File: src/verilog/csr_pkg.sv
//////////////////////////////
// CSR addresses, funct3/cause codes, op enum
// instruction word union
//////////////////////////////
package csr_pkg;

    localparam int xlen = 32;

    // machine-mode CSR map
    localparam logic [11:0] csr_cycle    = 12'hC00;
    localparam logic [11:0] csr_cycleh   = 12'hC80;
    localparam logic [11:0] csr_mstatus  = 12'h300;
    localparam logic [11:0] csr_mie      = 12'h304;
    localparam logic [11:0] csr_mtvec    = 12'h305;
    localparam logic [11:0] csr_mscratch = 12'h340;
    localparam logic [11:0] csr_mepc     = 12'h341;
    localparam logic [11:0] csr_mcause   = 12'h342;

    localparam logic [2:0] f3_priv = 3'b000;  // ecall / mret
    localparam logic [2:0] f3_rw   = 3'b001;
    localparam logic [2:0] f3_rs   = 3'b010;
    localparam logic [2:0] f3_rc   = 3'b011;
    localparam logic [2:0] f3_rwi  = 3'b101;
    localparam logic [2:0] f3_rsi  = 3'b110;
    localparam logic [2:0] f3_rci  = 3'b111;

    localparam logic [xlen-1:0] cause_ecall     = xlen'(11);
    localparam logic [xlen-1:0] cause_m_ext_irq = {1'b1, (xlen-1)'(11)};  // interrupt flag + 11

    localparam int mstatus_mie  = 3;
    localparam int mstatus_mpie = 7;
    localparam int mie_meie     = 11;

    localparam logic [6:0] opc_system = 7'b1110011;
    localparam logic [6:0] f7_mret    = 7'b0011000;
    localparam logic [4:0] rs2_mret   = 5'b00010;

    typedef enum logic [1:0] {
        op_none,
        op_write,
        op_set,
        op_clear
    } csr_op_e;

    // one SYSTEM word, two field layouts
    typedef union packed {
        struct packed {
            logic [11:0] csr_addr;
            logic [4:0]  rs1;     // register index or uimm
            logic [2:0]  funct3;
            logic [4:0]  rd;
            logic [6:0]  opcode;
        } csr;
        struct packed {
            logic [6:0] funct7;
            logic [4:0] rs2;
            logic [4:0] rs1;
            logic [2:0] funct3;
            logic [4:0] rd;
            logic [6:0] opcode;
        } sys;
    } insn_u;

endpackage

File: src/verilog/csr_alu.sv
//////////////////////////////
// CSR read-modify-write
//////////////////////////////
`timescale 1ns/1ps

module csr_alu (
    input  csr_pkg::csr_op_e          op_i,
    input  logic                      use_imm_i,
    input  logic [4:0]                uimm_i,
    input  logic [csr_pkg::xlen-1:0]  rs1_data_i,
    input  logic [csr_pkg::xlen-1:0]  old_i,
    output logic [csr_pkg::xlen-1:0]  wdata_o,
    output logic                      we_o
);
    import csr_pkg::*;

    logic [xlen-1:0] operand;
    logic            field_zero;

    assign operand    = use_imm_i ? xlen'(uimm_i) : rs1_data_i;
    assign field_zero = (uimm_i == 5'd0);  // x0 or zero immediate

    always_comb begin
        wdata_o = old_i;
        we_o    = 1'b0;
        case (op_i)
            op_write: begin
                wdata_o = operand;
                we_o    = 1'b1;
            end
            op_set: begin
                wdata_o = old_i | operand;
                we_o    = !field_zero;  // csrrs with x0 is a pure read
            end
            op_clear: begin
                wdata_o = old_i & ~operand;
                we_o    = !field_zero;
            end
            default: we_o = 1'b0;
        endcase
    end

endmodule

File: src/verilog/csr_decode.sv
//////////////////////////////
// SYSTEM instruction decoder
//////////////////////////////
`timescale 1ns/1ps

module csr_decode (
    input  logic             insn_valid_i,
    input  csr_pkg::insn_u   insn_i,
    output csr_pkg::csr_op_e op_o,
    output logic             use_imm_o,
    output logic [4:0]       uimm_o,
    output logic [11:0]      csr_addr_o,
    output logic             rd_we_o,
    output logic             ecall_o,
    output logic             mret_o
);
    import csr_pkg::*;

    logic is_system;
    logic priv_form;

    assign is_system  = insn_valid_i && (insn_i.csr.opcode == opc_system);
    assign csr_addr_o = insn_i.csr.csr_addr;
    assign uimm_o     = insn_i.csr.rs1;  // also the zero test for rs1 forms

    // access forms, csr view
    always_comb begin
        op_o      = op_none;
        use_imm_o = 1'b0;
        if (is_system) begin
            case (insn_i.csr.funct3)
                f3_rw: op_o = op_write;
                f3_rs: op_o = op_set;
                f3_rc: op_o = op_clear;
                f3_rwi: begin
                    op_o      = op_write;
                    use_imm_o = 1'b1;
                end
                f3_rsi: begin
                    op_o      = op_set;
                    use_imm_o = 1'b1;
                end
                f3_rci: begin
                    op_o      = op_clear;
                    use_imm_o = 1'b1;
                end
                default: op_o = op_none;
            endcase
        end
    end

    assign rd_we_o = (op_o != op_none);

    // privileged forms, sys view
    assign priv_form = is_system && (insn_i.sys.funct3 == f3_priv)
                    && (insn_i.sys.rs1 == 5'd0) && (insn_i.sys.rd == 5'd0);
    assign ecall_o   = priv_form && (insn_i.sys.funct7 == 7'd0) && (insn_i.sys.rs2 == 5'd0);
    assign mret_o    = priv_form && (insn_i.sys.funct7 == f7_mret)
                    && (insn_i.sys.rs2 == rs2_mret);

endmodule

File: src/verilog/csr_reg.sv
//////////////////////////////
// CSR storage, two write ports, cycle counter
//////////////////////////////
`timescale 1ns/1ps

module csr_reg #(
    parameter int cycle_width = 64
) (
    input  logic                     clk_i,
    input  logic                     rst_n_i,
    // execute port
    input  logic                     we_i,
    input  logic [11:0]              raddr_i,
    input  logic [11:0]              waddr_i,
    input  logic [csr_pkg::xlen-1:0] data_i,
    output logic [csr_pkg::xlen-1:0] data_o,
    // trap port
    input  logic                     trap_we_i,
    input  logic [11:0]              trap_waddr_i,
    input  logic [csr_pkg::xlen-1:0] trap_data_i,
    // straight to the trap FSM
    output logic [csr_pkg::xlen-1:0] mtvec_o,
    output logic [csr_pkg::xlen-1:0] mepc_o,
    output logic [csr_pkg::xlen-1:0] mstatus_o,
    output logic [csr_pkg::xlen-1:0] mie_o,
    output logic                     global_int_en_o
);
    import csr_pkg::*;

    logic [cycle_width-1:0] cycle_q;
    logic [xlen-1:0]        mtvec_q;
    logic [xlen-1:0]        mcause_q;
    logic [xlen-1:0]        mepc_q;
    logic [xlen-1:0]        mie_q;
    logic [xlen-1:0]        mstatus_q;
    logic [xlen-1:0]        mscratch_q;

    logic                   wr_en;
    logic [11:0]            wr_addr;
    logic [xlen-1:0]        wr_data;

    // port A first, trap port otherwise
    assign wr_en   = we_i | trap_we_i;
    assign wr_addr = we_i ? waddr_i : trap_waddr_i;
    assign wr_data = we_i ? data_i : trap_data_i;

    // free running since reset release
    always_ff @(posedge clk_i) begin
        if (!rst_n_i) begin
            cycle_q <= '0;
        end else begin
            cycle_q <= cycle_q + 1'b1;
        end
    end

    always_ff @(posedge clk_i) begin
        if (!rst_n_i) begin
            mtvec_q    <= '0;
            mcause_q   <= '0;
            mepc_q     <= '0;
            mie_q      <= '0;
            mstatus_q  <= '0;
            mscratch_q <= '0;
        end else if (wr_en) begin
            case (wr_addr)
                csr_mtvec:    mtvec_q    <= wr_data;
                csr_mcause:   mcause_q   <= wr_data;
                csr_mepc:     mepc_q     <= wr_data;
                csr_mie:      mie_q      <= wr_data;
                csr_mstatus:  mstatus_q  <= wr_data;
                csr_mscratch: mscratch_q <= wr_data;
                default:      mscratch_q <= mscratch_q;  // counter and unknown: no effect
            endcase
        end
    end

    // execute read, old value of the addressed CSR
    always_comb begin
        case (raddr_i)
            csr_cycle:    data_o = cycle_q[xlen-1:0];
            csr_cycleh:   data_o = xlen'(cycle_q >> xlen);  // upper bits, zero padded
            csr_mtvec:    data_o = mtvec_q;
            csr_mcause:   data_o = mcause_q;
            csr_mepc:     data_o = mepc_q;
            csr_mie:      data_o = mie_q;
            csr_mstatus:  data_o = mstatus_q;
            csr_mscratch: data_o = mscratch_q;
            default:      data_o = '0;
        endcase
        // a trap-port write in flight is forwarded
        if (trap_we_i && (trap_waddr_i == raddr_i)) begin
            data_o = trap_data_i;
        end
    end

    assign mtvec_o         = mtvec_q;
    assign mepc_o          = mepc_q;
    assign mstatus_o       = mstatus_q;
    assign mie_o           = mie_q;
    assign global_int_en_o = mstatus_q[mstatus_mie];

endmodule

File: src/verilog/csr_subsys.sv
//////////////////////////////
// CSR and trap subsystem top
//////////////////////////////
`timescale 1ns/1ps

module csr_subsys #(
    parameter int cycle_width = 64  // 33..64
) (
    input  logic                     clk_i,
    input  logic                     rst_n_i,
    input  logic                     insn_valid_i,
    input  csr_pkg::insn_u           insn_i,
    input  logic [csr_pkg::xlen-1:0] insn_pc_i,
    input  logic [csr_pkg::xlen-1:0] rs1_data_i,
    input  logic                     irq_i,
    output logic [csr_pkg::xlen-1:0] rd_data_o,
    output logic                     rd_we_o,
    output logic                     stall_o,
    output logic                     redirect_o,
    output logic [csr_pkg::xlen-1:0] redirect_pc_o,
    output logic                     global_int_en_o
);
    import csr_pkg::*;

    csr_op_e         csr_op;
    logic            use_imm;
    logic [4:0]      uimm;
    logic [11:0]     csr_addr;
    logic            ecall;
    logic            mret;
    logic [xlen-1:0] csr_wdata;
    logic            csr_we;

    logic            trap_we;
    logic [11:0]     trap_waddr;
    logic [xlen-1:0] trap_data;
    logic [xlen-1:0] mtvec;
    logic [xlen-1:0] mepc;
    logic [xlen-1:0] mstatus;
    logic [xlen-1:0] mie;

    csr_decode u_csr_decode (
        .insn_valid_i (insn_valid_i),
        .insn_i       (insn_i),
        .op_o         (csr_op),
        .use_imm_o    (use_imm),
        .uimm_o       (uimm),
        .csr_addr_o   (csr_addr),
        .rd_we_o      (rd_we_o),
        .ecall_o      (ecall),
        .mret_o       (mret)
    );

    // old value comes back from the register file read
    csr_alu u_csr_alu (
        .op_i       (csr_op),
        .use_imm_i  (use_imm),
        .uimm_i     (uimm),
        .rs1_data_i (rs1_data_i),
        .old_i      (rd_data_o),
        .wdata_o    (csr_wdata),
        .we_o       (csr_we)
    );

    csr_reg #(
        .cycle_width (cycle_width)
    ) u_csr_reg (
        .clk_i           (clk_i),
        .rst_n_i         (rst_n_i),
        .we_i            (csr_we),
        .raddr_i         (csr_addr),
        .waddr_i         (csr_addr),
        .data_i          (csr_wdata),
        .data_o          (rd_data_o),
        .trap_we_i       (trap_we),
        .trap_waddr_i    (trap_waddr),
        .trap_data_i     (trap_data),
        .mtvec_o         (mtvec),
        .mepc_o          (mepc),
        .mstatus_o       (mstatus),
        .mie_o           (mie),
        .global_int_en_o (global_int_en_o)
    );

    trap_ctrl u_trap_ctrl (
        .clk_i         (clk_i),
        .rst_n_i       (rst_n_i),
        .ecall_i       (ecall),
        .mret_i        (mret),
        .insn_valid_i  (insn_valid_i),
        .insn_pc_i     (insn_pc_i),
        .irq_i         (irq_i),
        .mtvec_i       (mtvec),
        .mepc_i        (mepc),
        .mstatus_i     (mstatus),
        .mie_i         (mie),
        .trap_we_o     (trap_we),
        .trap_waddr_o  (trap_waddr),
        .trap_data_o   (trap_data),
        .stall_o       (stall_o),
        .redirect_o    (redirect_o),
        .redirect_pc_o (redirect_pc_o)
    );

endmodule

File: src/verilog/trap_ctrl.sv
//////////////////////////////
// trap entry / mret sequencer
//////////////////////////////
`timescale 1ns/1ps

module trap_ctrl (
    input  logic                     clk_i,
    input  logic                     rst_n_i,
    input  logic                     ecall_i,
    input  logic                     mret_i,
    input  logic                     insn_valid_i,
    input  logic [csr_pkg::xlen-1:0] insn_pc_i,
    input  logic                     irq_i,
    input  logic [csr_pkg::xlen-1:0] mtvec_i,
    input  logic [csr_pkg::xlen-1:0] mepc_i,
    input  logic [csr_pkg::xlen-1:0] mstatus_i,
    input  logic [csr_pkg::xlen-1:0] mie_i,
    output logic                     trap_we_o,
    output logic [11:0]              trap_waddr_o,
    output logic [csr_pkg::xlen-1:0] trap_data_o,
    output logic                     stall_o,
    output logic                     redirect_o,
    output logic [csr_pkg::xlen-1:0] redirect_pc_o
);
    import csr_pkg::*;

    typedef enum logic [2:0] {
        idle,
        save_epc,
        save_status,
        save_cause,
        ret_status,
        redirect
    } state_e;

    state_e          state_q;
    state_e          state_d;
    logic [xlen-1:0] epc_q;
    logic [xlen-1:0] cause_q;
    logic [xlen-1:0] last_pc_q;
    logic            ret_q;    // current sequence is an mret
    logic            accept;
    logic            irq_take;
    logic            start;

    assign accept   = (state_q == idle) || (state_q == redirect);  // not stalled
    assign irq_take = accept && !insn_valid_i && irq_i
                   && mstatus_i[mstatus_mie] && mie_i[mie_meie];
    assign start    = accept && (ecall_i || mret_i || irq_take);

    always_comb begin
        state_d = state_q;
        case (state_q)
            idle, redirect: begin
                if (ecall_i || irq_take) begin
                    state_d = save_epc;
                end else if (mret_i) begin
                    state_d = ret_status;
                end else begin
                    state_d = idle;
                end
            end
            save_epc:    state_d = save_status;
            save_status: state_d = save_cause;
            save_cause:  state_d = redirect;
            ret_status:  state_d = redirect;
            default:     state_d = idle;
        endcase
    end

    always_ff @(posedge clk_i) begin
        if (!rst_n_i) begin
            state_q   <= idle;
            ret_q     <= 1'b0;
            last_pc_q <= '0;
        end else begin
            state_q <= state_d;
            if (start) begin
                ret_q <= mret_i;
            end
            if (accept && insn_valid_i) begin
                last_pc_q <= insn_pc_i;
            end
        end
    end

    // epc and cause latched at entry
    always_ff @(posedge clk_i) begin
        if (accept && ecall_i) begin
            epc_q   <= insn_pc_i;
            cause_q <= cause_ecall;
        end else if (irq_take) begin
            epc_q   <= last_pc_q + xlen'(4);  // resume after last issued insn
            cause_q <= cause_m_ext_irq;
        end
    end

    always_comb begin
        trap_we_o    = 1'b0;
        trap_waddr_o = csr_mepc;
        trap_data_o  = epc_q;
        case (state_q)
            save_epc: trap_we_o = 1'b1;
            save_status: begin
                trap_we_o                 = 1'b1;
                trap_waddr_o              = csr_mstatus;
                trap_data_o               = mstatus_i;
                trap_data_o[mstatus_mpie] = mstatus_i[mstatus_mie];
                trap_data_o[mstatus_mie]  = 1'b0;
            end
            save_cause: begin
                trap_we_o    = 1'b1;
                trap_waddr_o = csr_mcause;
                trap_data_o  = cause_q;
            end
            ret_status: begin
                trap_we_o                 = 1'b1;
                trap_waddr_o              = csr_mstatus;
                trap_data_o               = mstatus_i;
                trap_data_o[mstatus_mie]  = mstatus_i[mstatus_mpie];
                trap_data_o[mstatus_mpie] = 1'b1;
            end
            default: trap_we_o = 1'b0;
        endcase
    end

    assign stall_o       = !accept;
    assign redirect_o    = (state_q == redirect);
    assign redirect_pc_o = ret_q ? mepc_i : mtvec_i;

endmodule
File: config.mk
export PLATFORM = sky130hd
export DESIGN_NAME = csr_subsys
export DESIGN_NICKNAME = d
export VERILOG_FILES = /design/src/verilog/csr_pkg.sv /design/src/verilog/csr_alu.sv /design/src/verilog/csr_decode.sv /design/src/verilog/csr_reg.sv /design/src/verilog/csr_subsys.sv /design/src/verilog/trap_ctrl.sv
export SDC_FILE = /design/constraint.sdc
export NUM_CORES = 1
export LEC_CHECK = 0
export CAP_MARGIN = 20
export CELL_PAD_IN_SITES_DETAIL_PLACEMENT = 1
export CELL_PAD_IN_SITES_GLOBAL_PLACEMENT = 1
export CORE_MARGIN = 2
export CORE_UTILIZATION = 40
export CTS_CLUSTER_DIAMETER = 60
export DETAILED_ROUTE_END_ITERATION = 7
export DONT_BUFFER_PORTS = 1
export GPL_TIMING_DRIVEN = 0
export PLACE_DENSITY = 0.64
export SLEW_MARGIN = 20
export SYNTH_ARGS = -nofsm -noshare
export SYNTH_HDL_FRONTEND = slang
export SYNTH_SLANG_ARGS = --single-unit
File: constraint.sdc
create_clock -name clk_i -period 4.25 [get_ports clk_i]
set_clock_uncertainty 0.05 [all_clocks]
set_input_delay 0.425 -clock clk_i [delete_from_list [all_inputs] [get_ports clk_i]]
set_output_delay 0.425 -clock clk_i [all_outputs]
set_load 0.05 [all_outputs]
==> results of run 1 <==
==> per-stage QoR <==
step | instances | instance area (um2) | util | worst slack [ps]
floorplan | 2006 | 16770 | - | 559.5
global placement | 2545 | 17450 | 0.4187 | -573.9
detailed placement | 2548 | 17540 | 0.4209 | 3.802
CTS | 2657 | 19520 | 0.4685 | -41.95
global route | 2657 | 19630 | 0.4712 | 0.6337
finish | 2657 | 19630 | 0.4712 | 85.84
==> kinds of logic (layout without fill, tap and decap cells) <==
group           Yosys count  after routing  synth area share
compound gates          742            742            0.2630
buf+inv                 179            291           0.04349
mux                     135            135           0.08348
fa+ha+maj                 2              2          0.001492
flops                   325            325            0.4070
simple gates            535            535            0.1556
xor+xnor                 88             88           0.04596
==> routing by layer <==
metal,global-route usage,vias up
met5,0,-
met4,0.1261,0
met3,0.08611,129
met2,0.5363,685
met1,0.4666,8313
li1,-,7481
==> registers in the layout, indices dropped and copies added, names as in the netlist <==
signal                 count
u_csr_reg.mscratch_q      32
u_csr_reg.mepc_o          32
u_csr_reg.mstatus_o       32
u_trap_ctrl.last_pc_q     32
u_csr_reg.mie_o           32
u_trap_ctrl.state_q        3
u_csr_reg.mcause_q        32
u_trap_ctrl.ret_q          1
u_trap_ctrl.cause_q        1
u_csr_reg.cycle_q         64
u_csr_reg.mtvec_o         32
u_trap_ctrl.epc_q         32
==> layout make-up <==
class	count	area, um2
Multi-Input combinational cell	1502	9588
Clock buffer	64	1277
Timing Repair Buffer	35	354.1
Sequential cell	325	6827
Fill cell	4942	22030
Buffer	157	656.9
Tap cell	539	674.4
Inverter	22	82.58
Clock inverter	13	172.7
==> worst max-delay path: cells and delay by family, from the launching register on <==
| family | cells | cell delay [ps] |
|---|---|---|
| buffers and inverters | 2 | 680 |
| AO/OA/AOI/OAI | 3 | 1870 |
| flip-flops | 1 | 300 |
| AND/OR/NAND/NOR | 1 | 250 |
==> path summary, 6_finish.rpt <==
path	from	endpoint	slack, ps
setup / recovery	u_trap_ctrl.state_q[1]	rd_data_o[4]	90
hold / removal	insn_pc_i[3]	u_trap_ctrl.epc_q[3]	40
setup reg to reg	u_trap_ctrl.state_q[0]	u_trap_ctrl.epc_q[23]	330
hold reg to reg	u_trap_ctrl.last_pc_q[1]	u_trap_ctrl.last_pc_q[1]	400
==> report_power, final <==
part / switching [mW] / internal, mW
Sequential: 0.121 / 3.21
Clock: 1.46 / 2.31
Combinational: 0.551 / 0.234
Total: 2.13 / 5.76
==> Yosys cell counts, types with 5 or more instances <==
cell type	instances	share of area
a211oi_1	8	0.0036
a211oi_2	5	0.0037
a21o_1	21	0.0094
a21oi_1	331	0.099
a221oi_2	13	0.012
a22o_1	5	0.0026
a22oi_1	36	0.016
a2bb2oi_1	7	0.0037
a311oi_1	5	0.0026
and2_1	25	0.0093
and3_1	16	0.0060
and4_1	15	0.0078
buf_1	8	0.0018
buf_2	25	0.0075
clkbuf_1	120	0.027
dfxtp_1	293	0.35
edfxtp_1	32	0.057
inv_1	21	0.0047
mux2_2	39	0.026
mux2i_1	96	0.057
nand2_1	156	0.035
nand2b_1	9	0.0034
nand3_1	82	0.024
nand4_1	25	0.0093
nor2_1	141	0.032
nor2b_1	5	0.0019
nor3_1	16	0.0048
nor4_1	7	0.0026
o211ai_1	5	0.0022
o21a_1	6	0.0027
o21ai_0	201	0.060
o21bai_1	13	0.0058
o22ai_1	41	0.015
o2bb2ai_1	5	0.0026
or2_2	6	0.0022
or3_1	8	0.0030
xnor2_1	31	0.016
xor2_1	57	0.030
==> repair_timing <==
| action | in CTS | in global routing |
|---|---|---|
| gates resized for setup | 40 | 12 |
| hold buffers | 32 | 0 |
| pin swaps | 0 | 1 |
| setup endpoints to repair | 25 | 79 |
| hold endpoints to repair | 33 | 0 |
==> reports/results.txt, run 1 <==
Status -> complete, no violations
HP Class -> in2reg
Synth warnings -> 0
Final RePlAce weighted congestion -> 0.9907
Main synth FF type -> dfxtp_1
Mean routed wirelength per cell -> 28.86 um
First-pass GRT wire length -> 112.2 mm
Metal3 WL -> 6.934 mm
CTS Buf Count -> 42
RSZ-0062 raised after global routing -> yes
Crit-path max cell delay -> 960 ps
Largest net degree at the start of global routing -> 23
Post-synth EDFFs -> 32
Max VDD drop -> 0.0003003 V
Grt ovf -> 0
Period Utilization, post-route -> 0.9798
Worst-path cell chain -> clkbuf_1 > nand2b_1 > a2111oi_4 > o21ai_1 > clkbuf_2 > o21ai_1
Skew-Pair Late Insertion Delay -> 590 ps
DR WL met2 -> 33.70 mm
Synthesized area -> 16770 um2
Worst path required time -> 3770 ps
Min Clock Period, post-route -> 4164 ps
Nets -> 2187
Power density over the cells -> 402.0 nW/um2
Top layer in use -> met4
DR iter-0 viols -> 1417
Most common cell after layout, fill and taps aside -> a21oi_1
Fin. Hold Viols -> 0
Clock Path Buffers -> 3
Die area -> 43580 um2
Hold depth -> 1
Number of H-tree levels -> 2
Layout area overhead -> 17.06%
Post-detail-place hpwl -> 59.06 mm
CTS root buf -> clkbuf_16
Max-cap viol count -> 0
Post-synthesis sequential area ratio -> 0.4070
TritonCTS clock tree -> yes
Most frequent cells in the layout -> a21oi_1, dfxtp_1, o21ai_0
Avg Cell Area, Syn -> 8.360 um2
Post-CTS setup buffer count -> 0
Via count -> 16610
CP Class -> reg2out
Std-Cell Rows -> 75
Antenna cells -> 0
Die Ht -> 208.8 um
Slew Viols, Final -> 0
Leakage -> 7.015 nW
Setup total negative slack -> 0 ps
Pwr Total -> 7.892 mW
IO Port Bufs -> 0
Crit path max fanout -> 10
Initial core utilization -> 0.4025
Metal-1 WL -> 33.20 mm
Critical-path top delay cell -> o21ai_1
Fraction of layout cells with a size suffix above 1 -> 0.1067
I/O Pins -> 168
Core area -> 41670 um2
Die span in x -> 208.8 um
TritonRoute pass-1 iters -> 5
Worst setup EP type -> primary output
Vias per cell -> 6.251
Worst Hold Slack -> 35.73 ps
Clk slew on worst S/H paths -> 50 ps
FFs w/ async S/R, synth -> 0
Worst-margin pin slew -> 1140 ps
Initial antenna violation count -> 1
Synth Instances -> 2006
Total global-route track usage -> 0.3460
Maximum operating frequency -> 0.2401 GHz
R2R depth -> 9
Slew HR -> 0.2388
Antenna-violating nets left -> 0
Synth cell types -> 82
Type of origin of the critical path -> flip-flop
Wirelength, routed -> 76.69 mm
Vias in the first global route -> 16610
CTS sink cnt -> 325
DR DRC count -> 0
Most used cell, CP -> o21ai_1
# setup viols final -> 0
Data arrival, critical path -> 3690 ps
Synth Register Bits -> 325
Synth Net Count -> 2108
Power figures use the tool's default switching activity.
==> run 2, diff against run 1 <==
- CORE_UTILIZATION: 40 -> 50
- PLACE_DENSITY: 0.64 -> 0.78
==> reports/results.txt, run 2 (synthesis results as in run 1) <==
I/O Pins -> 168
Total global-route track usage -> 0.4180
Max reg flops -> 64
Most frequent cells in the layout -> a21oi_1, dfxtp_1, o21ai_0
CP Class -> reg2out
# setup viols final -> 0
Crit path max fanout -> 10
Clk slew on worst S/H paths -> 50 ps
Metal-1 WL -> 30.21 mm
Grt ovf -> 0
Via count -> 17240
Fraction of layout cells with a size suffix above 1 -> 0.1016
Nets -> 2186
TritonCTS clock tree -> yes
Placed cells -> 2456
Biggest register -> u_csr_reg.cycle_q
Mean routed wirelength per cell -> 29.40 um
Worst-margin pin slew -> 1281 ps
Initial core utilization -> 0.5039
Hold depth -> 1
Data arrival, critical path -> 3680 ps
Worst setup EP type -> primary output
Wirelength, routed -> 75.42 mm
Die Ht -> 187.1 um
Post-CTS setup buffer count -> 0
Max VDD drop -> 0.0003939 V
HP Class -> in2reg
Final RePlAce weighted congestion -> 0.9946
DR WL met2 -> 32.91 mm
Antenna-violating nets left -> 0
Type of origin of the critical path -> flip-flop
Leakage -> 6.884 nW
Power density over the cells -> 393.9 nW/um2
CTS sink cnt -> 325
Initial antenna violation count -> 1
Slew Viols, Final -> 0
Post-detail-place hpwl -> 56.00 mm
Vias per cell -> 6.721
Metal3 WL -> 8.266 mm
Most common cell after layout, fill and taps aside -> a21oi_1
DR DRC count -> 0
Layout area overhead -> 15.20%
Fin. Hold Viols -> 0
Min Clock Period, post-route -> 4152 ps
TritonRoute pass-1 iters -> 5
Skew-Pair Late Insertion Delay -> 570 ps
Setup total negative slack -> 0 ps
Period Utilization, post-route -> 0.9769
Clock Path Buffers -> 3
Status -> complete, no violations
R2R depth -> 9
Top layer in use -> met4
Fillers -> 3953
Std-Cell Rows -> 67
Post-layout util -> 0.5805
Die area -> 35020 um2
First-pass GRT wire length -> 110.0 mm
IO Port Bufs -> 0
Slew HR -> 0.1402
Register Area -> 6827 um2
CTS root buf -> clkbuf_16
Vias in the first global route -> 16980
Pwr Total -> 7.610 mW
Die span in x -> 187.1 um
Largest net degree at the start of global routing -> 33
Worst path required time -> 3770 ps
Number of H-tree levels -> 2
Maximum operating frequency -> 0.2409 GHz
DR iter-0 viols -> 1793
Max-cap viol count -> 0
RSZ-0062 raised after global routing -> yes
Non-Filler Instances -> 2565
CTS Buf Count -> 41
Area of the multi-input gates -> 9518 um2
Core area -> 33280 um2
[run 2: cell count changes in the layout (fill, tap and decap cells not counted), sizes merged]
cell / previous run / this run
buf: 40 / 41
bufinv: 4 / 2
clkbuf: 184 / 174
clkinv: 8 / 14
clkinvlp: 0 / 2
diode: 0 / 1
inv: 23 / 24
[run 2: layer usage]
layer  GRT usage  vias up
met3      0.1079      188
met5           0        -
met4      0.2063        0
met2      0.6395     1017
li1            -     7480
met1      0.5490     8554
[run 2: through the flow]
step	cell area, um2	hold WS [ps]	setup slack [ps]
6_report	19320	52.28	98.34
5_1_grt	19320	48.03	-27.71
4_1_cts	19130	39.15	-236.5
3_5_place_dp	17410	402.9	-106.8
3_3_place_gp	17330	394.8	-578.9
2_1_floorplan	16770	382.9	559.5
[run 2: final cells by class]
cell class | instances | area share
Timing Repair Buffer | 34 | 0.01736
Tap cell | 448 | 0.02901
Buffer | 157 | 0.03361
Antenna cell | 1 | 0.0001295
Inverter | 22 | 0.004468
Clock buffer | 56 | 0.06023
Timing Repair inverter | 1 | 0.0003886
Clock inverter | 19 | 0.008872
Multi-Input combinational cell | 1502 | 0.4926
Sequential cell | 325 | 0.3533
[run 2: worst paths after layout]
| kind | start | to | slack, ps |
|---|---|---|---|
| worst max-delay path | u_trap_ctrl.state_q[1] | rd_data_o[20] | 100 |
| worst min-delay path | insn_pc_i[1] | u_trap_ctrl.epc_q[1] | 50 |
| worst max register to register | u_trap_ctrl.state_q[2] | u_trap_ctrl.epc_q[22] | 180 |
| worst min register to register | u_trap_ctrl.last_pc_q[0] | u_trap_ctrl.last_pc_q[0] | 410 |
[run 2: where the power goes]
| group | switching, mW | internal, mW | total, mW |
|---|---|---|---|
| logic | 0.551 | 0.233 | 0.784 |
| clock network | 1.44 | 2.05 | 3.49 |
| registers | 0.125 | 3.21 | 3.33 |
[run 2: worst max-delay path, stage by stage (launching register included)]
cell	delay (ps)
dfxtp_1	300
clkbuf_1	250
nand2b_1	220
a21oi_1	760
clkbuf_1	520
a22oi_1	170
o21ai_1	890
[run 2: what timing repair did]
item	CTS	global route
setup endpoints to repair	49	58
hold buffers	32	0
endpoints found under the hold margin	32	0
pin swaps	0	1
cloned	0	1
gates resized for setup	15	34
==> run 3, diff against run 2 <==
- CORE_UTILIZATION: 50 -> 45
- PLACE_DENSITY: 0.78 -> 0.71
- RECOVER_POWER: default -> 50
- clock period: 4.25 -> 4.9 ns (I/O delays scaled with it)
==> reports/results.txt, run 3 (synthesis results as in run 1) <==
RSZ-0062 raised after global routing -> yes
Slew Viols, Final -> 39
Worst path required time -> 4360 ps
Vias per cell -> 6.447
Std-Cell Rows -> 70
Failing checks -> capacitance limit, slew limit
Wirelength, routed -> 73.50 mm
First-pass GRT wire length -> 107.7 mm
Most frequent cells in the layout -> a21oi_1, dfxtp_1, o21ai_0
Fin. Hold Viols -> 0
Maximum operating frequency -> 0.2043 GHz
Slew HR -> -0.2953
Grt ovf -> 0
Leakage -> 6.832 nW
Setup total negative slack -> 0 ps
Skew-Pair Late Insertion Delay -> 580 ps
TritonCTS clock tree -> yes
DR DRC count -> 0
I/O Pins -> 168
DR iter-0 viols -> 1443
Vias in the first global route -> 16780
Total global-route track usage -> 0.3736
Type of origin of the critical path -> flip-flop
R2r setup slk -> 310 ps
Clock Path Buffers -> 3
Most common cell after layout, fill and taps aside -> a21oi_1
TritonRoute pass-1 iters -> 5
Die area -> 38830 um2
Fraction of layout cells with a size suffix above 1 -> 0.07173
Biggest register -> u_csr_reg.cycle_q
R2R depth -> 8
Die span in x -> 197.1 um
Core area -> 36700 um2
Power density over the cells -> 359.0 nW/um2
# setup viols final -> 0
IO Port Bufs -> 0
Min Clock Period, post-route -> 4894 ps
Max-cap viol count -> 4
CTS sink cnt -> 325
Post-CTS sizing -> 0
CTS root buf -> clkbuf_16
Initial antenna violation count -> 1
Max reg flops -> 64
Die Ht -> 197.1 um
Worst-margin pin slew -> 1916 ps
Largest net degree at the start of global routing -> 33
Number of H-tree levels -> 2
Pwr Total -> 6.850 mW
Worst setup path endpoint -> rd_data_o[24]
Crit. Startpoint -> u_trap_ctrl.state_q[1]
Initial core utilization -> 0.4570
Nets -> 2173
Via count -> 16590
Worst Hold Slack -> 9.893 ps
Clk slew on worst S/H paths -> 50 ps
Data arrival, critical path -> 4350 ps
Antenna-violating nets left -> 0
HP Class -> in2reg
Fillers -> 4383
Worst reg2reg startpoint -> u_trap_ctrl.state_q[2]
Status -> finished, violations left
Worst setup EP type -> primary output
Mean routed wirelength per cell -> 28.56 um
Final RePlAce weighted congestion -> 0.9991
CTS Buf Count -> 42
Post-detail-place hpwl -> 56.94 mm
Layout area overhead -> 13.77%
CP Class -> reg2out
Period Utilization, post-route -> 0.9988
Post-CTS setup buffer count -> 0
R2r endpoint -> u_trap_ctrl.epc_q[29]
Max VDD drop -> 0.0002954 V
Crit path max fanout -> 10
-- run 3: cell count changes in the layout (fill, tap and decap cells not counted), moves of 5 or more --
cell	before	now
and2_0	0	12
and2_1	25	13
o21bai_1	0	10
buf_2	27	17
mux2_2	39	7
clkbuf_1	126	134
a311oi_1	1	6
a311oi_2	5	0
dlygate4sd3_1	32	21
o21bai_4	13	0
mux2_1	0	32
-- run 3: critical path: stages (launching register included) --
cell and delay [ps]:
dfxtp_1 300, clkbuf_1 260, nand2b_1 220, a2111oi_2 620, o21ai_1 420, clkbuf_1 440
clkbuf_1 470, o21ai_1 1030
-- run 3: layer usage --
layer,up-vias,routed length [um],GRT usage
li1,7454,-,-
met1,8320,31230,0.4864
met2,670,33510,0.6032
met3,148,6033,0.08673
met4,2,2705,0.1420
met5,-,13,0
-- run 3: worst min-delay path by stage --
stage	from	end	slack, ps	cells after the start
CTS	insn_pc_i[8]	u_trap_ctrl.last_pc_q[8]	1	2
global placement	u_trap_ctrl.last_pc_q[0]	u_trap_ctrl.last_pc_q[0]	390	2
finish	insn_pc_i[1]	u_trap_ctrl.last_pc_q[1]	10	2
detailed placement	u_trap_ctrl.last_pc_q[0]	u_trap_ctrl.last_pc_q[0]	400	2
floorplan	u_trap_ctrl.last_pc_q[0]	u_trap_ctrl.last_pc_q[0]	380	2
global route	insn_pc_i[1]	u_trap_ctrl.last_pc_q[1]	10	2
-- run 3: report_power, final --
| group | internal [mW] | switching, mW | total (mW) |
|---|---|---|---|
| registers | 2.78 | 0.111 | 2.89 |
| logic | 0.192 | 0.456 | 0.648 |
| clock network | 2.01 | 1.29 | 3.31 |
-- run 3: cell type report --
class / instances / area, um2 / share of cell area
Antenna cell: 1 / 2.502 / 0.0001311
Buffer: 157 / 636.9 / 0.03338
Clock buffer: 56 / 1237 / 0.06485
Clock inverter: 22 / 264.0 / 0.01384
Inverter: 22 / 82.58 / 0.004328
Multi-Input combinational cell: 1502 / 9235 / 0.4840
Sequential cell: 325 / 6827 / 0.3578
Tap cell: 468 / 585.6 / 0.03069
Timing Repair Buffer: 21 / 210.2 / 0.01102
-- run 3: what timing repair did --
item,in CTS,in global routing
endpoints found under the hold margin,21,0
hold buffers,21,0
endpoints found under the setup margin,0,7
-- run 3: per-stage QoR --
step / cell area [um2] / utilization / setup WS, ps / std cells
global placement: 17360 / 0.4730 / 153.9 / 2474
detailed placement: 17430 / 0.4750 / 533.5 / 2474
finish: 19080 / 0.5199 / 5.700 / 2574
global route: 19080 / 0.5199 / -95.05 / 2573
CTS: 19140 / 0.5217 / 53.22 / 2573
floorplan: 16770 / - / 1145 / 2006
